`src/hw/waveGenPkg.sv`:
```
/* Wave generator package
   Shared sizes, table constants and the phase word seen as count or as quadrant/index */
package waveGenPkg;

	// ====================
	// Sizes
	// ====================
	localparam int PHASE_WIDTH  = 10;             // Full phase word
	localparam int INDEX_WIDTH  = 8;              // Quarter-wave table address
	localparam int TABLE_DEPTH  = 256;            // Entries per quarter wave
	localparam int SAMPLE_WIDTH = 8;              // Signed output sample
	localparam int STEP_WIDTH   = 3;              // Step exponent, 0 to 7

	// ====================
	// Table constants
	// ====================
	localparam int  AMPLITUDE = 127;              // Peak table value
	localparam real PI        = 3.14159265358979; // For the elaboration-time table fill

	// Quadrant sits above the index in the phase word
	typedef struct packed {
		logic [PHASE_WIDTH-INDEX_WIDTH-1:0] quadrant; // Quarter of the period
		logic [INDEX_WIDTH-1:0]             index;    // Position inside the quarter
	} phaseFields_s;

	// One phase word, two readings
	typedef union packed {
		logic [PHASE_WIDTH-1:0] raw;    // Plain count for the accumulator
		phaseFields_s           fields; // Decoded view for the mapper
	} phaseWord_u;

endpackage
```
`src/hw/phaseStepper.sv`:
```
/* Phase stepper
   Accumulates the phase by a power-of-two step on each enabled clock */
`timescale 1ns/1ps

module phaseStepper (
	input  logic                              i_clock,
	input  logic                              i_reset,
	input  logic                              i_enable,     // Advance and emit one sample
	input  logic [waveGenPkg::STEP_WIDTH-1:0] i_stepExp,    // Step is 2**i_stepExp
	output waveGenPkg::phaseWord_u            o_phase,      // Phase of the emitted sample
	output logic                              o_phaseValid
);
	import waveGenPkg::*;

	phaseWord_u             phaseAcc; // Phase of the next sample
	logic [PHASE_WIDTH-1:0] stepInc;  // Single set bit

	// Period is 1024 >> i_stepExp samples
	assign stepInc = {{(PHASE_WIDTH-1){1'b0}}, 1'b1} << i_stepExp;

	always_ff @(posedge i_clock) begin
		if (i_reset) begin
			phaseAcc.raw <= '0;     // First sample after reset is phase 0
			o_phase.raw  <= '0;
			o_phaseValid <= 1'b0;
		end else begin
			o_phaseValid <= i_enable; // One cycle latency from the enable edge
			if (i_enable) begin
				o_phase      <= phaseAcc;               // Present the current phase
				phaseAcc.raw <= phaseAcc.raw + stepInc; // Wraps modulo 1024
			end
		end
	end

endmodule

```
`config.mk`:
```
export PLATFORM = sky130hd
export DESIGN_NAME = phaseStepper
export DESIGN_NICKNAME = d
export VERILOG_FILES = /design/src/hw/waveGenPkg.sv /design/src/hw/phaseStepper.sv
export SDC_FILE = /design/constraint.sdc
export NUM_CORES = 1
export LEC_CHECK = 0
export ABC_AREA = 1
export BUFFER_PORTS_ARGS = -buffer_cell sky130_fd_sc_hd__buf_2
export CORE_UTILIZATION = 50
export DETAILED_ROUTE_END_ITERATION = 6
export PLACE_DENSITY = 0.86
export SYNTH_ARGS = -nofsm -noshare
export SYNTH_HDL_FRONTEND = slang
export SYNTH_SLANG_ARGS = --single-unit
```
`constraint.sdc`:
```
create_clock -name i_clock -period 1.75 [get_ports i_clock]
set_input_delay 0.35 -clock i_clock [delete_from_list [all_inputs] [get_ports i_clock]]
set_output_delay 0.35 -clock i_clock [all_outputs]
set_load 0.02 [all_outputs]
```
**After elaboration in Yosys (flattened, before gate mapping)**

Cells that the tools add are included.

- Flip-flop bits (word level): 21
- Bits of input ports: 6
- Word-level logic and storage cells: 5

- Add/subtract/negate cells: 1
- Shift-type cells: 1

Operators by type and width:

| kind | number |
|---|---|
| $add 10x10->10 | 1 |
| $shl 1x3->10 const A | 1 |

**Longest topological paths before layout**

- Depth after elaboration: 2
- Gate-level depth with buffers: 12

**Worst setup path after synthesis**

No wires, ideal clock.

- Kind: input-to-reg
- From: input port i_stepExp[2] in the netlist's numbering
- To: register phaseAcc[6] in the netlist's numbering
- Data arrival time: 1.657 ns
- Data required time: 1.641 ns
- Setup slack: -0.016 ns
- Cell stages on the path: 10
- Path through: nor3_1 > ha_1 > inv_1 > fa_1 > o21ai_2 > nand2_1 > nand3_1 > nand3_1 > nand2_1 > inv_1

- Cells in the longest elaborated chain, start to end: 2

Ends and longest elaborated chain:

| item | line | RTL |
|---|---|---|
| from (decl) | phaseStepper.sv:9 | `input logic [waveGenPkg::STEP_WIDTH-1:0] i_stepExp,` |
| $shl 1x3->10 | phaseStepper.sv:19 | `assign stepInc = {{(PHASE_WIDTH-1){1'b0}}, 1'b1} << i_stepExp;` |
| $add 10x10->10 | phaseStepper.sv:30 | `phaseAcc.raw <= phaseAcc.raw + stepInc;` |
| to (decl) | phaseStepper.sv:15 | `phaseWord_u phaseAcc;` |

Every way passes these cells.
A chain may end at the register's enable or synchronous reset.

**Worst setup path in the final report**

Same ends and word-level chain as after synthesis.

==> qor.log <==
INFO  run_status     status=finished, final reports clean
INFO  routing        drt-initial-drc-count=15
INFO  routing        route.detailed.wl_per_inst=10.6µm
INFO  hold_path      holdPathStages=2
INFO  global_routing grt_max_degree=22
INFO  setup_path     critical_path.startpoint=i_stepExp[2]
INFO  routing        drtPass1Iterations=5
INFO  logic_synthesis syn_area=1210µm²
INFO  finish         num-nets-final=222
INFO  finish         post_route_cells_drive_above_1_share=18.4%
INFO  logic_synthesis yosysTopAreaCell=sky130_fd_sc_hd__dfxtp_1
INFO  finish         layout_commonest_cell=sky130_fd_sc_hd__nand2_1
INFO  finish         insertedDiodeCount=0
INFO  floorplan      initial_utilization=53.7%
INFO  cts            clockRootBuffer=sky130_fd_sc_hd__clkbuf_4
INFO  timing         setup-tns-final=0ns
INFO  logic_synthesis yosysWarnings=0
INFO  timing         worst_max_slew_pin_slew=0.399ns
INFO  power          vdd.ir_drop.worst=0.494mV
INFO  cts            cts.clk_slew.worst_paths=0.12ns
INFO  finish         areaGrowthSynthToFinish=17.8%
INFO  setup_path     cp_data_required_time=1.97ns
INFO  timing         clock.fmax=617MHz
INFO  setup_path     ff2ff_path_depth=9
INFO  placed_design  port_buffers=16
INFO  global_routing global_route_wire_length_before_repair=4240µm
INFO  timing         min_period=1.62ns
INFO  logic_synthesis mappedNetlistNets=195
INFO  floorplan      core=2250µm²
INFO  setup_path     timing.critical_path.fanout_max=5
INFO  setup_path     path_class=in2reg
INFO  power          swShare=30.3%
INFO  cts            clkLatencyLatePin=0.31ns
INFO  routing        post-route-drc-count=0
INFO  logic_synthesis synth_area_leaders=sky130_fd_sc_hd__dfxtp_1 35%, sky130_fd_sc_hd__nand2_1 11%, sky130_fd_sc_hd__inv_1 9.0%
INFO  hold_path      timing.hold.worst.start=i_enable
INFO  cts            number_of_clock_buffers_inserted_by_tritoncts=3
INFO  setup_path     setup.worst_path.end_class=register
INFO  placed_design  post-dp-hpwl=1940µm
INFO  global_routing globalRoute.totalOverflow=0
INFO  logic_synthesis synth.yosys.seq_area_share=34.7%
INFO  finish         mostFrequentLayoutCells=36 x sky130_fd_sc_hd__nand2_1, 29 x sky130_fd_sc_hd__inv_1, 20 x sky130_fd_sc_hd__dfxtp_1, 18 x sky130_fd_sc_hd__a21oi_1, 17 x sky130_fd_sc_hd__nor2_1
INFO  power          gate_power_share=22.8%
INFO  logic_synthesis synthCells=180
INFO  timing         period_share=92.6%
INFO  cts            ctsHoldBuffers=0
INFO  cts            clkSinkCount=21
INFO  floorplan      placementRows=17
INFO  timing         max-slew-margin-rel=73.4%
INFO  setup_path     startpoint_type=primary input
INFO  cts            htree_num_levels=1
INFO  routing        route.final.wire_length=2490µm
INFO  global_routing first_global_vias=1,023
INFO  finish         post_layout_nonfiller_instances=234
INFO  timing         setup_viol=0
INFO  routing        post_route_antenna_net_violation_count=0
INFO  logic_synthesis synthesis.area_per_instance=6.73µm²
INFO  setup_path     timing.rr.start=phaseAcc[0]$_SDFFE_PP0P_
INFO  floorplan      fp.dieArea=2620µm²
INFO  floorplan      dieWidth=51.2µm
INFO  hold_path      hold_path_class=in2reg
INFO  job            drv.max_cap_violation_count=0
INFO  timing         final.setup_skew=0.00779ns
INFO  setup_path     worst-endpoint-arrival=1.84ns
INFO  timing         rsz_0062_raised_after_global_routing=no
INFO  power          power_leakage=0.760nW
INFO  finish         final.fill_count=209
INFO  placed_design  numPlacedInstances=230
INFO  logic_synthesis post_synth_cell_types=22
INFO  timing         final_hold_viol_count=0
INFO  power          clock_power_share=24.1%
INFO  power          power_density=695nW/µm²
INFO  power          power.net_switching=0.000301W
INFO  cts            worst_case_clock_buffer_depth=2
INFO  routing        avgViaCountPerCell=4.91
INFO  timing         drv_slew=0
INFO  global_routing grt_antenna_before_repair=0
INFO  placed_design  place.gp.congestion=0.850
INFO  logic_synthesis total_of_flip_flops_plus_latches_after_synthesis=21
INFO  floorplan      die_height=51.2µm
INFO  power          power.share.sequential=53.1%
INFO  logic_synthesis synth.top_cell.area_share=34.7%
INFO  cts            cts_tree=done
INFO  floorplan      io_pins=17
INFO  global_routing grt.total_usage=21.7%
INFO  routing        dr_total_vias=1,148
INFO  power          internal_power=0.000690W
INFO  finish         finish.utilization=63.3%
-- layout make-up --
class / count / area (µm²) / area share (%)
Inverter: 31 / 116 / 8.16
Multi-Input combinational cell: 122 / 657 / 46.1
Clock buffer: 4 / 26.3 / 1.84
Timing Repair Buffer: 28 / 170 / 11.9
Tap cell: 28 / 35.0 / 2.46
Sequential cell: 21 / 422 / 29.6
-- critical path: stages --
cell,delay (ns)
sky130_fd_sc_hd__buf_2,0.13
sky130_fd_sc_hd__nor3_2,0.19
sky130_fd_sc_hd__ha_1,0.19
sky130_fd_sc_hd__inv_1,0.06
sky130_fd_sc_hd__fa_2,0.36
sky130_fd_sc_hd__o21ai_2,0.21
sky130_fd_sc_hd__nand2_1,0.09
sky130_fd_sc_hd__nand3_1,0.08
sky130_fd_sc_hd__nand3_1,0.08
sky130_fd_sc_hd__nand2_1,0.06
sky130_fd_sc_hd__inv_1,0.03
-- final timing paths --
path / end / slack (ns)
worst max-delay path: phaseAcc[6]$_SDFFE_PP0P_ / 0.13
worst min-delay path: o_phase[2]$_SDFFE_PP0P_ / 0.28
worst max register to register: phaseAcc[6]$_SDFFE_PP0P_ / 0.14
worst min register to register: o_phase[8]$_SDFFE_PP0P_ / 0.47
-- routing by layer --
layer	global-route usage, %	part of all wire (%)	vias up
met4	10.8	2.1	0
met2	34.4	42	14
met1	29.5	54	501
met3	1.79	2.0	5
li1	-	-	628
met5	0	0	-
-- registers in the layout, summed over array words and instances, names as in the netlist --
register	flops
o_phase	10
o_phaseValid	1
phaseAcc	10
-- Yosys cell counts --
library cell,instances
sky130_fd_sc_hd__a21boi_1,1
sky130_fd_sc_hd__nand3_1,11
sky130_fd_sc_hd__dfxtp_1,21
sky130_fd_sc_hd__fa_1,1
sky130_fd_sc_hd__xnor2_1,2
sky130_fd_sc_hd__nand2_1,36
sky130_fd_sc_hd__nor2_1,17
sky130_fd_sc_hd__buf_2,5
sky130_fd_sc_hd__o21ai_0,12
sky130_fd_sc_hd__a21o_1,1
sky130_fd_sc_hd__nor3_1,8
sky130_fd_sc_hd__clkbuf_2,1
sky130_fd_sc_hd__xor2_1,1
sky130_fd_sc_hd__nand4_1,1
sky130_fd_sc_hd__a21oi_1,18
sky130_fd_sc_hd__inv_2,2
sky130_fd_sc_hd__or2_1,1
sky130_fd_sc_hd__o21ai_2,1
sky130_fd_sc_hd__o21a_1,1
sky130_fd_sc_hd__o21ai_1,2
sky130_fd_sc_hd__ha_1,8
sky130_fd_sc_hd__inv_1,29
-- per-stage QoR --
step / cell area (µm²) / hold slack, ns / total power [W] / setup WS (ns)
2_1_floorplan: 1210 / 0.452 / 0.000681 / 0.00893
3_3_place_gp: 1390 / 0.453 / 0.000752 / -0.204
3_5_place_dp: 1390 / 0.453 / 0.000758 / -0.270
4_1_cts: 1410 / 0.275 / 0.000997 / 0.0721
5_1_grt: 1430 / 0.312 / 0.00104 / 0.0277
6_report: 1430 / 0.283 / 0.000991 / 0.130
-- logic make-up after synthesis --
kind of cell / after synthesis / synth area share, %
AND/OR/NAND/NOR: 74 / 25.3
buffers and inverters: 37 / 12.1
AO/OA/AOI/OAI: 36 / 15.8
flip-flops: 21 / 34.7
adder cells (fa/ha/maj): 9 / 9.92
XOR/XNOR: 3 / 2.17
-- power by group through the flow --
stage / logic, W / registers, W / clock network, W
after floorplan: 0.000131 / 0.000550 / 0
after global placement: 0.000217 / 0.000535 / 0
after detailed placement: 0.000222 / 0.000536 / 0
after CTS: 0.000223 / 0.000525 / 0.000249
after global routing: 0.000255 / 0.000529 / 0.000252
final: 0.000226 / 0.000526 / 0.000239
-- what timing repair did --
item                                    in CTS  in global routing
endpoints found under the setup margin       0                  2
buffers inserted                             0                  0
gates resized for setup                      0                  4
Note: power is estimated with default switching activity, not from simulation.
