File: src/hw/waveGenPkg.sv
/* Wave generator package
   Shared sizes, table constants and the phase word seen as count or as quadrant/index */
package waveGenPkg;

	// ====================
	// Sizes
	// ====================
	localparam int PHASE_WIDTH  = 10;             // Full phase word
	localparam int INDEX_WIDTH  = 8;              // Quarter-wave table address
	localparam int TABLE_DEPTH  = 256;            // Entries per quarter wave
	localparam int SAMPLE_WIDTH = 8;              // Signed output sample
	localparam int STEP_WIDTH   = 3;              // Step exponent, 0 to 7

	// ====================
	// Table constants
	// ====================
	localparam int  AMPLITUDE = 127;              // Peak table value
	localparam real PI        = 3.14159265358979; // For the elaboration-time table fill

	// Quadrant sits above the index in the phase word
	typedef struct packed {
		logic [PHASE_WIDTH-INDEX_WIDTH-1:0] quadrant; // Quarter of the period
		logic [INDEX_WIDTH-1:0]             index;    // Position inside the quarter
	} phaseFields_s;

	// One phase word, two readings
	typedef union packed {
		logic [PHASE_WIDTH-1:0] raw;    // Plain count for the accumulator
		phaseFields_s           fields; // Decoded view for the mapper
	} phaseWord_u;

endpackage
File: src/hw/waveIfs.sv
/* Pipeline links of the wave generator
   Table read request and table result with sign flags */
`timescale 1ns/1ps

interface romReqIf;
	import waveGenPkg::*;

	logic [INDEX_WIDTH-1:0] sinAddr; // Table address for sine
	logic [INDEX_WIDTH-1:0] cosAddr; // Mirrored or direct address for cosine
	logic                   sinNeg;  // Sine lies in the lower half
	logic                   cosNeg;  // Cosine lies in the lower half
	logic                   valid;   // One strobe per sample

	modport source (output sinAddr, cosAddr, sinNeg, cosNeg, valid);
	modport sink   (input  sinAddr, cosAddr, sinNeg, cosNeg, valid);
endinterface


File: src/hw/quadrantMapper.sv
/* Quadrant mapper
   Turns the phase into sine and cosine table addresses with their negate flags */
`timescale 1ns/1ps

module quadrantMapper (
	input  logic                   i_clock,
	input  logic                   i_reset,
	input  waveGenPkg::phaseWord_u i_phase,
	input  logic                   i_phaseValid,
	romReqIf.source                romReq
);
	import waveGenPkg::*;

	logic [PHASE_WIDTH-INDEX_WIDTH-1:0] quadrant;
	logic [INDEX_WIDTH-1:0]             index;
	logic [INDEX_WIDTH-1:0]             mirrorIndex; // 255 - index
	logic [INDEX_WIDTH-1:0]             sinAddrNext;
	logic [INDEX_WIDTH-1:0]             cosAddrNext;
	logic                               sinNegNext;
	logic                               cosNegNext;

	assign quadrant    = i_phase.fields.quadrant;
	assign index       = i_phase.fields.index;
	assign mirrorIndex = ~index; // Half-step table makes this exact

	// ====================
	// Quadrant rule
	// ====================
	// Odd quadrants run the sine backwards through the table,
	// the cosine does the opposite
	always_comb begin
		sinAddrNext = quadrant[0] ? mirrorIndex : index;
		cosAddrNext = quadrant[0] ? index : mirrorIndex;
		sinNegNext  = quadrant[1];               // Quadrants 2 and 3
		cosNegNext  = quadrant[1] ^ quadrant[0]; // Quadrants 1 and 2
	end

	// Payload registers, no reset
	always_ff @(posedge i_clock) begin
		romReq.sinAddr <= sinAddrNext;
		romReq.cosAddr <= cosAddrNext;
		romReq.sinNeg  <= sinNegNext;
		romReq.cosNeg  <= cosNegNext;
	end

	always_ff @(posedge i_clock) begin
		if (i_reset) begin
			romReq.valid <= 1'b0;
		end else begin
			romReq.valid <= i_phaseValid; // Strobe follows the data
		end
	end

endmodule

File: src/flat_wrapper.sv
// flat-port wrapper written by rule: the top's interface ports become plain ports
module quadrantMapper_flat import waveGenPkg::*;
  (i_clock, i_reset, i_phase, i_phaseValid, romReq_sinAddr, romReq_cosAddr, romReq_sinNeg, romReq_cosNeg, romReq_valid);
  romReqIf romReq_i ();
  input  logic i_clock;
  input  logic i_reset;
  input  waveGenPkg::phaseWord_u i_phase;
  input  logic i_phaseValid;
  output wire logic [$bits(romReq_i.sinAddr)-1:0] romReq_sinAddr;
  output wire logic [$bits(romReq_i.cosAddr)-1:0] romReq_cosAddr;
  output wire logic [$bits(romReq_i.sinNeg)-1:0] romReq_sinNeg;
  output wire logic [$bits(romReq_i.cosNeg)-1:0] romReq_cosNeg;
  output wire logic [$bits(romReq_i.valid)-1:0] romReq_valid;
  assign romReq_sinAddr = romReq_i.sinAddr;
  assign romReq_cosAddr = romReq_i.cosAddr;
  assign romReq_sinNeg = romReq_i.sinNeg;
  assign romReq_cosNeg = romReq_i.cosNeg;
  assign romReq_valid = romReq_i.valid;
  quadrantMapper u_core (.i_clock(i_clock), .i_reset(i_reset), .i_phase(i_phase), .i_phaseValid(i_phaseValid), .romReq(romReq_i));
endmodule
File: config.mk
export PLATFORM = sky130hd
export DESIGN_NAME = quadrantMapper_flat
export DESIGN_NICKNAME = d
export VERILOG_FILES = /design/src/hw/waveGenPkg.sv /design/src/hw/waveIfs.sv /design/src/hw/quadrantMapper.sv /design/src/flat_wrapper.sv
export SDC_FILE = /design/constraint.sdc
export NUM_CORES = 1
export LEC_CHECK = 0
export ABC_AREA = 1
export ABC_CLOCK_PERIOD_IN_PS = 1200
export BUFFER_PORTS_ARGS = -buffer_cell sky130_fd_sc_hd__buf_2
export CAP_MARGIN = 40
export CORE_MARGIN = 2
export CORE_UTILIZATION = 47
export CTS_CLUSTER_DIAMETER = 50
export DETAILED_ROUTE_END_ITERATION = 8
export PLACE_DENSITY = 0.8
export SYNTH_ARGS = -nofsm -noshare
export SYNTH_HDL_FRONTEND = slang
export SYNTH_SLANG_ARGS = --single-unit
File: constraint.sdc
create_clock -name i_clock -period 1.2 [get_ports i_clock]
set_input_delay 0.06 -clock i_clock [delete_from_list [all_inputs] [get_ports i_clock]]
set_output_delay 0.06 -clock i_clock [all_outputs]
set_load 0.03 [all_outputs]
# After elaboration in Yosys (flattened, before gate mapping)
# Index checks and enable logic that the tools add are counted.
[word_totals]
register_bits = 19
in_bits = 13
out_inout_bits = 19
elab_cells = 9
[op_classes]
mux = 2
bitwise = 2
[op_table]
columns = ["operator", "count"]
rows = [
  ["two-way mux 8 bit", 2],
  ["NOT 8 bit", 1],
  ["bitwise XOR 1 bit", 1],
]

# Logic depth before layout (Yosys ltp)
[logic_depth]
ltp_word = 2
ltp_mapped = 5
depth_no_buf = 3

# Worst setup path after synthesis
# OpenSTA, ideal clock, no wires.
[synth_path]
path_type = "in2reg"
start = "input i_phase[8] (netlist bit)"
end = "register u_core.romReq.cosAddr[0]"
setup_ns = 0.111
arrival_time_ns = 0.440
required_ns = 1.089
path_slack_ns = 0.649
path_stages = 5
path_buffers = 2
path_cell_list = "buf_6 > inv_8 > buf_12 > nand2_2 > nand2_2"
[synth_via]
elab_chain_cells = 1
[synth_lines]
columns = ["item", "line_no", "text"]
rows = [
  ["from (decl)", "flat_wrapper.sv:7", "input waveGenPkg::phaseWord_u i_phase;"],
  ["two-way mux 8 bit", "quadrantMapper.sv:33", "cosAddrNext = quadrant[0] ? index : mirrorIndex;"],
  ["via u_core.cosAddrNext[0]", "quadrantMapper.sv:18", "logic [INDEX_WIDTH-1:0] cosAddrNext;"],
  ["to (signal assigned)", "quadrantMapper.sv:41", "romReq.cosAddr <= cosAddrNext;"],
  ["to (decl)", "waveIfs.sv:14", "modport source (output sinAddr, cosAddr, sinNeg, cosNeg, valid);"],
]
# The timed path passes the listed nets, and every way through them passes these cells.
# A chain may end at the register's enable or synchronous reset.

# Final worst setup path
[layout_path]
start = "input i_reset"
end = "register u_core.romReq.valid"
[layout_lines]
columns = ["item", "line_no", "text"]
rows = [
  ["from (decl)", "flat_wrapper.sv:6", "input logic i_reset;"],
  ["to (signal assigned)", "quadrantMapper.sv:50", "romReq.valid <= i_phaseValid;"],
  ["to (decl)", "waveIfs.sv:14", ""],
]
# No word-level cell between the ends.

==> metrics.cfg <==
[route]
drt-wirelength-per-cell_um = 8.39
antenna_left = 0
routed_wl_mm = 1.17
num_vias = 582
viasPerCell = 4.16
drc = 0
drt_pass1_iterations = 4
drtIter0Drc = 6

[floorplanning]
fp.dieArea_sq_um = 1850
io_pins = 32
initial_core_util_pct = 48.7
core_area_sq_um = 1470
die_x_um = 43.1
die_h_um = 43.1
rows = 14

[setup_path]
cp_top_family = buffers and inverters
slowest_delay_ns = 0.55
cp_max_fo = 1
required_ns = 1.43
cp_slowest_cell = dlygate4sd3_1
start_kind = primary input
cp-end-kind = flop
critPathMostFrequentCell = dlygate4sd3_1
path_buf_inv = 3
worstPathCellList = dlygate4sd3_1 -> buf_2 -> nor2_1 -> dlygate4sd3_1
crit_type = in2reg
crit_arrival_ns = 1.35

[worst_hold_path]
hp-class = in2reg

[placement]
gp_congestion = 0.612
place_inst = 129
io_buffers = 31
detailed_place_hpwl_um = 866
placed_area_sq_um = 850

[sta]
fin_tns_setup_ns = 0
rsz0062_at_grt = no
maxSlewViolCount = 0
setup_viol = 0
fmax_ghz = 0.900
post-route-period-util_pct = 92.6
slew_headroom_pct = 75.9
hold_viol = 0
worstMarginPinSlew_ns = 0.362
post-route-min-period_ns = 1.11

[yosys]
synth.top_cells.by_area = dfxtp_1 53%, nand2_2 17%, nand2_1 16%, inv_1 5.2%, buf_6 3.1%
ys_seq_area_share_pct = 53.1
syn-num-nets = 98
syn_inst = 85
yosysWarnings = 0
synth_cell_types = 8
synth_top_area_cell = dfxtp_1
post-synth-top-area-fraction_pct = 53.1
synth_seq_cells = 19
synth.cell_area_sq_um = 717
post_synth.cell_area_avg_sq_um = 8.43

[clock_network]
cts_tree = yes
clk_pin_slew_ns = 0.10
htree_levels = 1
cts_setup_buffers = 0
cts.sinks = 19
cts_root_buf = clkbuf_4
postCtsHoldBufs = 6
cts_made_buffers = 3
cts.path.max_buffers = 2
post_cts_resized = 0

[finish]
nets = 138
post-route-util_pct = 64.3
fin_cells = 140
n_antenna_cell = 0
final_layout_size_suffix_gt1_share_pct = 44.4
stdcell_area_sq_um = 946
areaGrowthSynthToFinish_pct = 31.9

[flow_run]
maxCapViolations = 0

[power_and_ir_drop]
ir_worst_vdd_mv = 0.782
internal_power_uw = 901
leakagePower_nw = 0.546
p_clk_share_pct = 23.7
p_seq_share_pct = 54.1
p_sw_uw = 370
power_density_nw_per_um2 = 1340
netSwitchingFraction_pct = 29.1
combPwrFrac_pct = 22.2

[global_route]
grt_pass1_wl_mm = 1.73
grt_max_degree = 19
first_global_vias = 445
grt_overflow = 0
track_usage_pct = 12.9
grt_antenna_before_repair = 0

[run_status]
status = completed

[cells by family after synthesis]
group	Yosys count	share of synthesized area, %
simple gates	52	34.2
flops	19	53.1
buf+inv	14	12.7
[registers in the layout, summed over array words and instances, names as in the netlist]
| signal | count |
|---|---|
| u_core.romReq.sinAddr | 8 |
| u_core.romReq.valid | 1 |
| u_core.romReq.cosAddr | 8 |
| u_core.romReq.cosNeg | 1 |
| u_core.romReq.sinNeg | 1 |
[area by class of cell]
type                            instances  area [sq um]
Clock buffer                            4          26.3
Fill cell                             127           526
Inverter                               11          48.8
Multi-Input combinational cell         52           245
Sequential cell                        19           380
Tap cell                               16          20.0
Timing Repair Buffer                   38           225
[routing by layer]
| layer | track usage (%) | vias to the layer above | wire length [um] |
|---|---|---|---|
| li1 | - | 321 | - |
| met1 | 15.4 | 238 | 506 |
| met2 | 20.3 | 19 | 575 |
| met3 | 1.28 | 4 | 65 |
| met4 | 10.9 | 0 | 27 |
| met5 | 0 | - | 0 |
[metrics by stage]
stage | hold WS [ns] | setup WS [ns] | power, mW
6_report | 0.00314 | 0.0891 | 1.27
5_1_grt | 0.000436 | 0.0152 | 1.33
4_1_cts | 0.00149 | 0.112 | 1.28
3_5_place_dp | 0.195 | 0.440 | 0.970
3_3_place_gp | 0.195 | 0.474 | 0.964
2_1_floorplan | 0.0877 | 0.649 | 0.903
[Yosys cell counts]
cell type / instances
buf_6: 2
dfxtp_1: 19
nor2_1: 1
buf_12: 1
inv_1: 10
inv_8: 1
nand2_2: 20
nand2_1: 31
[path summary, 6_finish.rpt]
path / from / end / slack [ns] / cells after the start
setup / recovery: i_reset / u_core.romReq.valid$_SDFF_PP0_ / 0.09 / 4
hold / removal: i_phase[4] / u_core.romReq.sinAddr[4]$_DFF_P_ / 0.003 / 3
[power by group through the flow]
stage / Sequential [mW] / Clock (mW) / Combinational, mW
after floorplan: 0.807 / 0 / 0.0954
after global routing: 0.691 / 0.332 / 0.304
after CTS: 0.688 / 0.311 / 0.283
final: 0.687 / 0.300 / 0.282
after global placement: 0.702 / 0 / 0.262
after detailed placement: 0.703 / 0 / 0.268
[cells in the final DEF (no fill, tap or decap)]
cell type      netlist  layout
nand2_1             31      31
clkbuf_4             0       3
clkbuf_1             0       1
nor2_1               1       1
buf_2                0      31
inv_1               10      10
nand2_2             20      20
inv_8                1       1
dlygate4sd3_1        0       7
dfxtp_1             19      19
(Power assumes the default switching activity.)
