<file path="config.mk">
export PLATFORM = sky130hd
export DESIGN_NAME = signApplier_flat
export DESIGN_NICKNAME = d
export VERILOG_FILES = /design/src/hw/waveGenPkg.sv /design/src/hw/waveIfs.sv /design/src/hw/signApplier.sv /design/src/flat_wrapper.sv
export SDC_FILE = /design/constraint.sdc
export NUM_CORES = 1
export LEC_CHECK = 0
export BUFFER_PORTS_ARGS = -buffer_cell sky130_fd_sc_hd__buf_2
export CAP_MARGIN = 20
export CORE_MARGIN = 4
export CORE_UTILIZATION = 47
export DETAILED_ROUTE_END_ITERATION = 10
export PLACE_DENSITY_LB_ADDON = 0.08
export SLEW_MARGIN = 20
export SYNTH_ARGS = -nofsm -noshare
export SYNTH_HDL_FRONTEND = slang
export SYNTH_SLANG_ARGS = --single-unit
export TNS_END_PERCENT = 50
</file>
<file path="constraint.sdc">
create_clock -name i_clock -period 1.7 [get_ports i_clock]
set_input_delay 0.255 -clock i_clock [delete_from_list [all_inputs] [get_ports i_clock]]
set_output_delay 0.255 -clock i_clock [all_outputs]
set_load 0.005 [all_outputs]
</file>
<file path="src/hw/waveGenPkg.sv">
/* Wave generator package
   Shared sizes, table constants and the phase word seen as count or as quadrant/index */
package waveGenPkg;

	// ====================
	// Sizes
	// ====================
	localparam int PHASE_WIDTH  = 10;             // Full phase word
	localparam int INDEX_WIDTH  = 8;              // Quarter-wave table address
	localparam int TABLE_DEPTH  = 256;            // Entries per quarter wave
	localparam int SAMPLE_WIDTH = 8;              // Signed output sample
	localparam int STEP_WIDTH   = 3;              // Step exponent, 0 to 7

	// ====================
	// Table constants
	// ====================
	localparam int  AMPLITUDE = 127;              // Peak table value
	localparam real PI        = 3.14159265358979; // For the elaboration-time table fill

	// Quadrant sits above the index in the phase word
	typedef struct packed {
		logic [PHASE_WIDTH-INDEX_WIDTH-1:0] quadrant; // Quarter of the period
		logic [INDEX_WIDTH-1:0]             index;    // Position inside the quarter
	} phaseFields_s;

	// One phase word, two readings
	typedef union packed {
		logic [PHASE_WIDTH-1:0] raw;    // Plain count for the accumulator
		phaseFields_s           fields; // Decoded view for the mapper
	} phaseWord_u;

endpackage
</file>
<file path="src/hw/waveIfs.sv">
/* Pipeline links of the wave generator
   Table read request and table result with sign flags */


interface sampleIf;
	import waveGenPkg::*;

	logic [SAMPLE_WIDTH-1:0] sinMag; // Unsigned table value for sine
	logic [SAMPLE_WIDTH-1:0] cosMag; // Unsigned table value for cosine
	logic                    sinNeg; // Travels with sinMag
	logic                    cosNeg; // Travels with cosMag
	logic                    valid;

	modport source (output sinMag, cosMag, sinNeg, cosNeg, valid);
	modport sink   (input  sinMag, cosMag, sinNeg, cosNeg, valid);
endinterface

</file>
<file path="src/hw/signApplier.sv">
/* Sign applier
   Negates the table magnitudes where needed and holds the output samples */
`timescale 1ns/1ps

module signApplier (
	input  logic                                       i_clock,
	input  logic                                       i_reset,
	sampleIf.sink                                      sample,
	output logic signed [waveGenPkg::SAMPLE_WIDTH-1:0] o_sin,
	output logic signed [waveGenPkg::SAMPLE_WIDTH-1:0] o_cos,
	output logic                                       o_valid
);
	import waveGenPkg::*;

	logic signed [SAMPLE_WIDTH-1:0] sinSigned; // Magnitude with sign applied
	logic signed [SAMPLE_WIDTH-1:0] cosSigned;

	// Magnitude never exceeds 127, so negation cannot overflow
	assign sinSigned = sample.sinNeg ? -$signed(sample.sinMag) : $signed(sample.sinMag);
	assign cosSigned = sample.cosNeg ? -$signed(sample.cosMag) : $signed(sample.cosMag);

	always_ff @(posedge i_clock) begin
		if (i_reset) begin
			o_sin   <= '0;
			o_cos   <= '0;
			o_valid <= 1'b0;
		end else begin
			o_valid <= sample.valid; // One-cycle strobe per sample
			if (sample.valid) begin
				o_sin <= sinSigned; // Hold last value otherwise
				o_cos <= cosSigned;
			end
		end
	end

endmodule

</file>
<file path="src/flat_wrapper.sv">
// flat-port wrapper written by rule: the top's interface ports become plain ports
module signApplier_flat import waveGenPkg::*;
  (i_clock, i_reset, o_sin, o_cos, o_valid, sample_sinMag, sample_cosMag, sample_sinNeg, sample_cosNeg, sample_valid);
  sampleIf sample_i ();
  input  logic i_clock;
  input  logic i_reset;
  output logic signed [waveGenPkg::SAMPLE_WIDTH-1:0] o_sin;
  output logic signed [waveGenPkg::SAMPLE_WIDTH-1:0] o_cos;
  output logic o_valid;
  input wire logic [$bits(sample_i.sinMag)-1:0] sample_sinMag;
  input wire logic [$bits(sample_i.cosMag)-1:0] sample_cosMag;
  input wire logic [$bits(sample_i.sinNeg)-1:0] sample_sinNeg;
  input wire logic [$bits(sample_i.cosNeg)-1:0] sample_cosNeg;
  input wire logic [$bits(sample_i.valid)-1:0] sample_valid;
  assign sample_i.sinMag = sample_sinMag;
  assign sample_i.cosMag = sample_cosMag;
  assign sample_i.sinNeg = sample_sinNeg;
  assign sample_i.cosNeg = sample_cosNeg;
  assign sample_i.valid = sample_valid;
  signApplier u_core (.i_clock(i_clock), .i_reset(i_reset), .sample(sample_i), .o_sin(o_sin), .o_cos(o_cos), .o_valid(o_valid));
endmodule
</file>
# [Word level (Yosys, flattened, before mapping)]
# Index checks and enable logic that the tools add are counted.
[word_totals] inputBits=21 mem_count=0 rom_bits=0 reg_bits=17 ramBits=0 latchBits=0 output_inout_bits=17
[op_classes] magnitude_cmp=0 eq_ne=0 multipliers=0 n_addsub=2 reduce_logical=0 muxes=2 bitwise=0 n_div=0 n_shift=0
[ops] operator="two-way mux 8 bit" count=2
[ops] operator="negator 8 bit" count=2

# [Logic depth before layout (Yosys ltp)]
[depth] depth_word=2 ltp_mapped=5 ltp_nobuf=5

# [Worst setup path after synthesis]
# No wires, ideal clock.
[synth_timing] kind="in2reg" startpoint="in sample_sinMag[4]" endpoint="reg u_core.o_sin[7] in the netlist's numbering" arrival_ns=1.200 path_buffers=0 path_slack_ns=0.438 cell_stages=3 path_cell_list="or3_4 > or4_1 > nand3_1"
[synth_via] elab_chain_cells=2
[synth_rtl] element="from (decl)" line_no="flat_wrapper.sv:10" rtl="input wire logic [$bits(sample_i.sinMag)-1:0] sample_sinMag;"
[synth_rtl] element="negator 8 bit" line_no="signApplier.sv:19" rtl="assign sinSigned = sample.sinNeg ? -$signed(sample.sinMag) : $signed(sample.sinMag);"
[synth_rtl] element="two-way mux 8 bit" line_no="signApplier.sv:19"
[synth_rtl] element="to (signal assigned)" line_no="signApplier.sv:30" rtl="o_sin <= sinSigned;"
[synth_rtl] element="to (decl)" line_no="signApplier.sv:9" rtl="output logic signed [waveGenPkg::SAMPLE_WIDTH-1:0] o_sin,"
# Every way passes these cells.
# A chain may end at the register's enable or synchronous reset.

# [Worst setup path after layout]
[layout_timing] startpoint="in sample_cosMag[0]" endpoint="reg u_core.o_cos[4] in the netlist's numbering"
[layout_via] elab_chain_cells=2
[layout_rtl] element="from (decl)" line_no="flat_wrapper.sv:11" rtl="input wire logic [$bits(sample_i.cosMag)-1:0] sample_cosMag;"
[layout_rtl] element="negator 8 bit" line_no="signApplier.sv:20" rtl="assign cosSigned = sample.cosNeg ? -$signed(sample.cosMag) : $signed(sample.cosMag);"
[layout_rtl] element="two-way mux 8 bit" line_no="signApplier.sv:20"
[layout_rtl] element="to (signal assigned)" line_no="signApplier.sv:31" rtl="o_cos <= cosSigned;"
[layout_rtl] element="to (decl)" line_no="signApplier.sv:10" rtl="output logic signed [waveGenPkg::SAMPLE_WIDTH-1:0] o_cos,"
# Every way passes these cells.

==> metrics.txt <==
wire length on met3=121 um; drt first-iter violations=16; core area=1980 um2; Comb power frac=0.223; setup TNS=0 ps; DP HPWL=1.84 mm; row count=16; area leader, netlist=dfxtp_1; WHS=255 ps; Area contributors post-synth=dfxtp_1, nor2_1, nor3b_1; arrival time worst endpoint=1380 ps; Nets=176; Worst-path clk slew=100 ps; footprint of the multi-input gates=586 um2; overall global routing resource usage=0.175; Gates resized, CTS repair=0; CTS Buf Count=3; Layout area overhead=24.0%; Clock Sinks=17; fillers=185; CTS Root Buffer Type=clkbuf_4; Final period util=0.694; crit path kind=in -> reg; status=finished, final reports clean; die footprint=2880 um2; H-tree depth=1; Avg Inst Size Synth=8.53 um2; Hold Path Class=in -> reg; Overflow after GRT=0; Worst-Skew Late Latency=280 ps; LEAKAGE=0.550 nW; startpoint types=primary input; setup bufs post-CTS=0; Syn Nets=138; number of global-route vias before repair=885; max layer used=met4; Internal Power=0.000604 W; power density over the cells=692 nW/um2; CTS Buffer Depth=2; Slew Viols, Final=0; DR pass1 iterations=4; number of remaining DRC errors=0; Die H=53.7 um; Boundary Pins=38; share of cells above drive strength 1=0.296; DR WL/cell=13.4 um; clock share of power=0.254; normalized max-slew margin=0.734; Seq/Total Area, Yosys=0.347; Sequential Power Share=0.523; min Tclk post-route=1180 ps; first-pass GRT wire length=3.75 mm; Setup crit end kind=register; Power Total=0.000842 W; post-synthesis cell count=115; largest net degree at the start of global routing=25; unrepaired setup endpoints after global routing=false; DR vias/cell=5.68; routed vias=1016; max-cap violations=0; CTS tree=yes; Seq. cell area=340 um2; Worst Slack Setup Final=520 ps; top cell type's share of synthesized area=0.347; Worst-Margin Slew=399 ps; maximum VDD drop=0.000392 V; Antenna Cells=0; Critical Path RT=1900 ps; highest clock rate=847 MHz; Yosys Warn Count=0; GP Congestion=0.764; Post-CTS Hold Fix Bufs=0; Hold Vio Cnt, Final=0; Initial Utilization=0.495; synthesized area=981 um2; DR WL met2=1.17 mm; switching power of the nets=0.000238 W; ANT nets after route=0; Port Buffer Count=37; Cell variety after synth=35; endpoints failing setup=0; Place WS=228 ps; overall routed net length=2.39 mm; Sw Ratio=0.283; Finished Layout Cells=179; #FFs+latches synth=17; initial antenna violation count=0; skew final=0 ps; placed cells=175; Worst Path Max Fanout=6; DIE WIDTH=53.7 um; wl on met1=1.09 mm
## area by class of cell
| class | instances | share of cell area |
|---|---|---|
| well taps | 27 | 0.0278 |
| repair buffers | 39 | 0.165 |
| multi-input cells | 84 | 0.481 |
| flip-flops and latches | 17 | 0.280 |
| inverters | 8 | 0.0247 |
| clock buffers | 4 | 0.0216 |
## power by group through the flow
stage          clock network, W   logic, W  registers (W)
6_report               0.000214   0.000187       0.000440
5_1_grt                0.000250   0.000211       0.000444
4_1_cts                0.000226   0.000188       0.000441
3_5_place_dp                  0   0.000187       0.000450
3_3_place_gp                  0   0.000182       0.000448
2_1_floorplan                 0  0.0000950       0.000453
## worst max-delay path: stages
cell and delay [ps]:
buf_2 140, inv_1 60, ha_1 230, nor3b_1 150, or3_1 300, a311oi_1 240
## final timing paths
path | startpoint | endpoint | slack (ps) | depth (start not counted)
max | sample_cosMag[0] | u_core.o_cos[4] | 520 | 6
min | sample_cosMag[7] | u_core.o_cos[7] | 250 | 3
max reg2reg | u_core.o_cos[5] | u_core.o_cos[5] | 860 | 3
min reg2reg | u_core.o_cos[2] | u_core.o_cos[2] | 490 | 2
## cells by family (layout without fill, tap and decap cells)
kind of cell,count (synthesis),in the layout,share of synthesized area
simple gates,50,50,0.310
compound gates,26,26,0.203
flops,17,17,0.347
buf+inv,14,51,0.0561
mux,4,4,0.0408
fa+ha+maj,2,2,0.0255
xor+xnor,2,2,0.0179
## cells in the final DEF, fill, tap and decap left out, types with 2 or more instances in the layout
master,n
buf_2,37
dfxtp_1,17
nor2_1,12
inv_1,8
nor3b_1,6
nand3_1,6
o21ai_0,5
or3_1,5
a311oi_1,4
a211oi_1,4
mux2i_1,4
or4_1,4
o31ai_1,3
nand2b_1,3
a41oi_1,3
clkbuf_4,3
xor2_1,2
or3_4,2
nor4bb_1,2
nand2_1,2
a32oi_1,2
nand3b_1,2
ha_1,2
buf_4,2
## per-layer routing
metal,GRT usage,vias up
met5,0,-
met4,0.0638,0
met3,0.0305,2
met2,0.296,29
met1,0.219,471
li1,-,514
## registers in the layout, indices dropped and copies added, names as in the netlist
signal,flops
u_core.o_cos,8
u_core.o_sin,8
u_core.o_valid,1
## synth_stat cells
library cell and count:
nor4_1 1, a311oi_1 4, nor3b_1 6, nor4bb_1 2, clkbuf_1 2, a41oi_1 3, buf_1 2, nand2_1 2
or4_1 4, nor2_1 12, buf_2 2, nor2b_1 1, ha_1 2, nor3_1 1, a32oi_1 2, o221ai_1 1
a21oi_1 1, xor2_1 2, nand4b_1 1, a2111o_1 1, nand3b_1 2, or2_2 1, o2111ai_1 1, o311ai_0 1
a211oi_1 4, or3_4 2, mux2i_1 4, nand2b_1 3, inv_1 8, o21ai_0 5, dfxtp_1 17, o31ai_1 3
nand3_1 6, nand4_1 1, or3_1 5
## per-stage QoR
step	util	area, um2
2_1_floorplan	-	981
3_3_place_gp	0.600	1190
3_5_place_dp	0.600	1190
4_1_cts	0.614	1220
5_1_grt	0.614	1220
6_report	0.614	1220
Note: power is estimated with default switching activity, not from simulation.
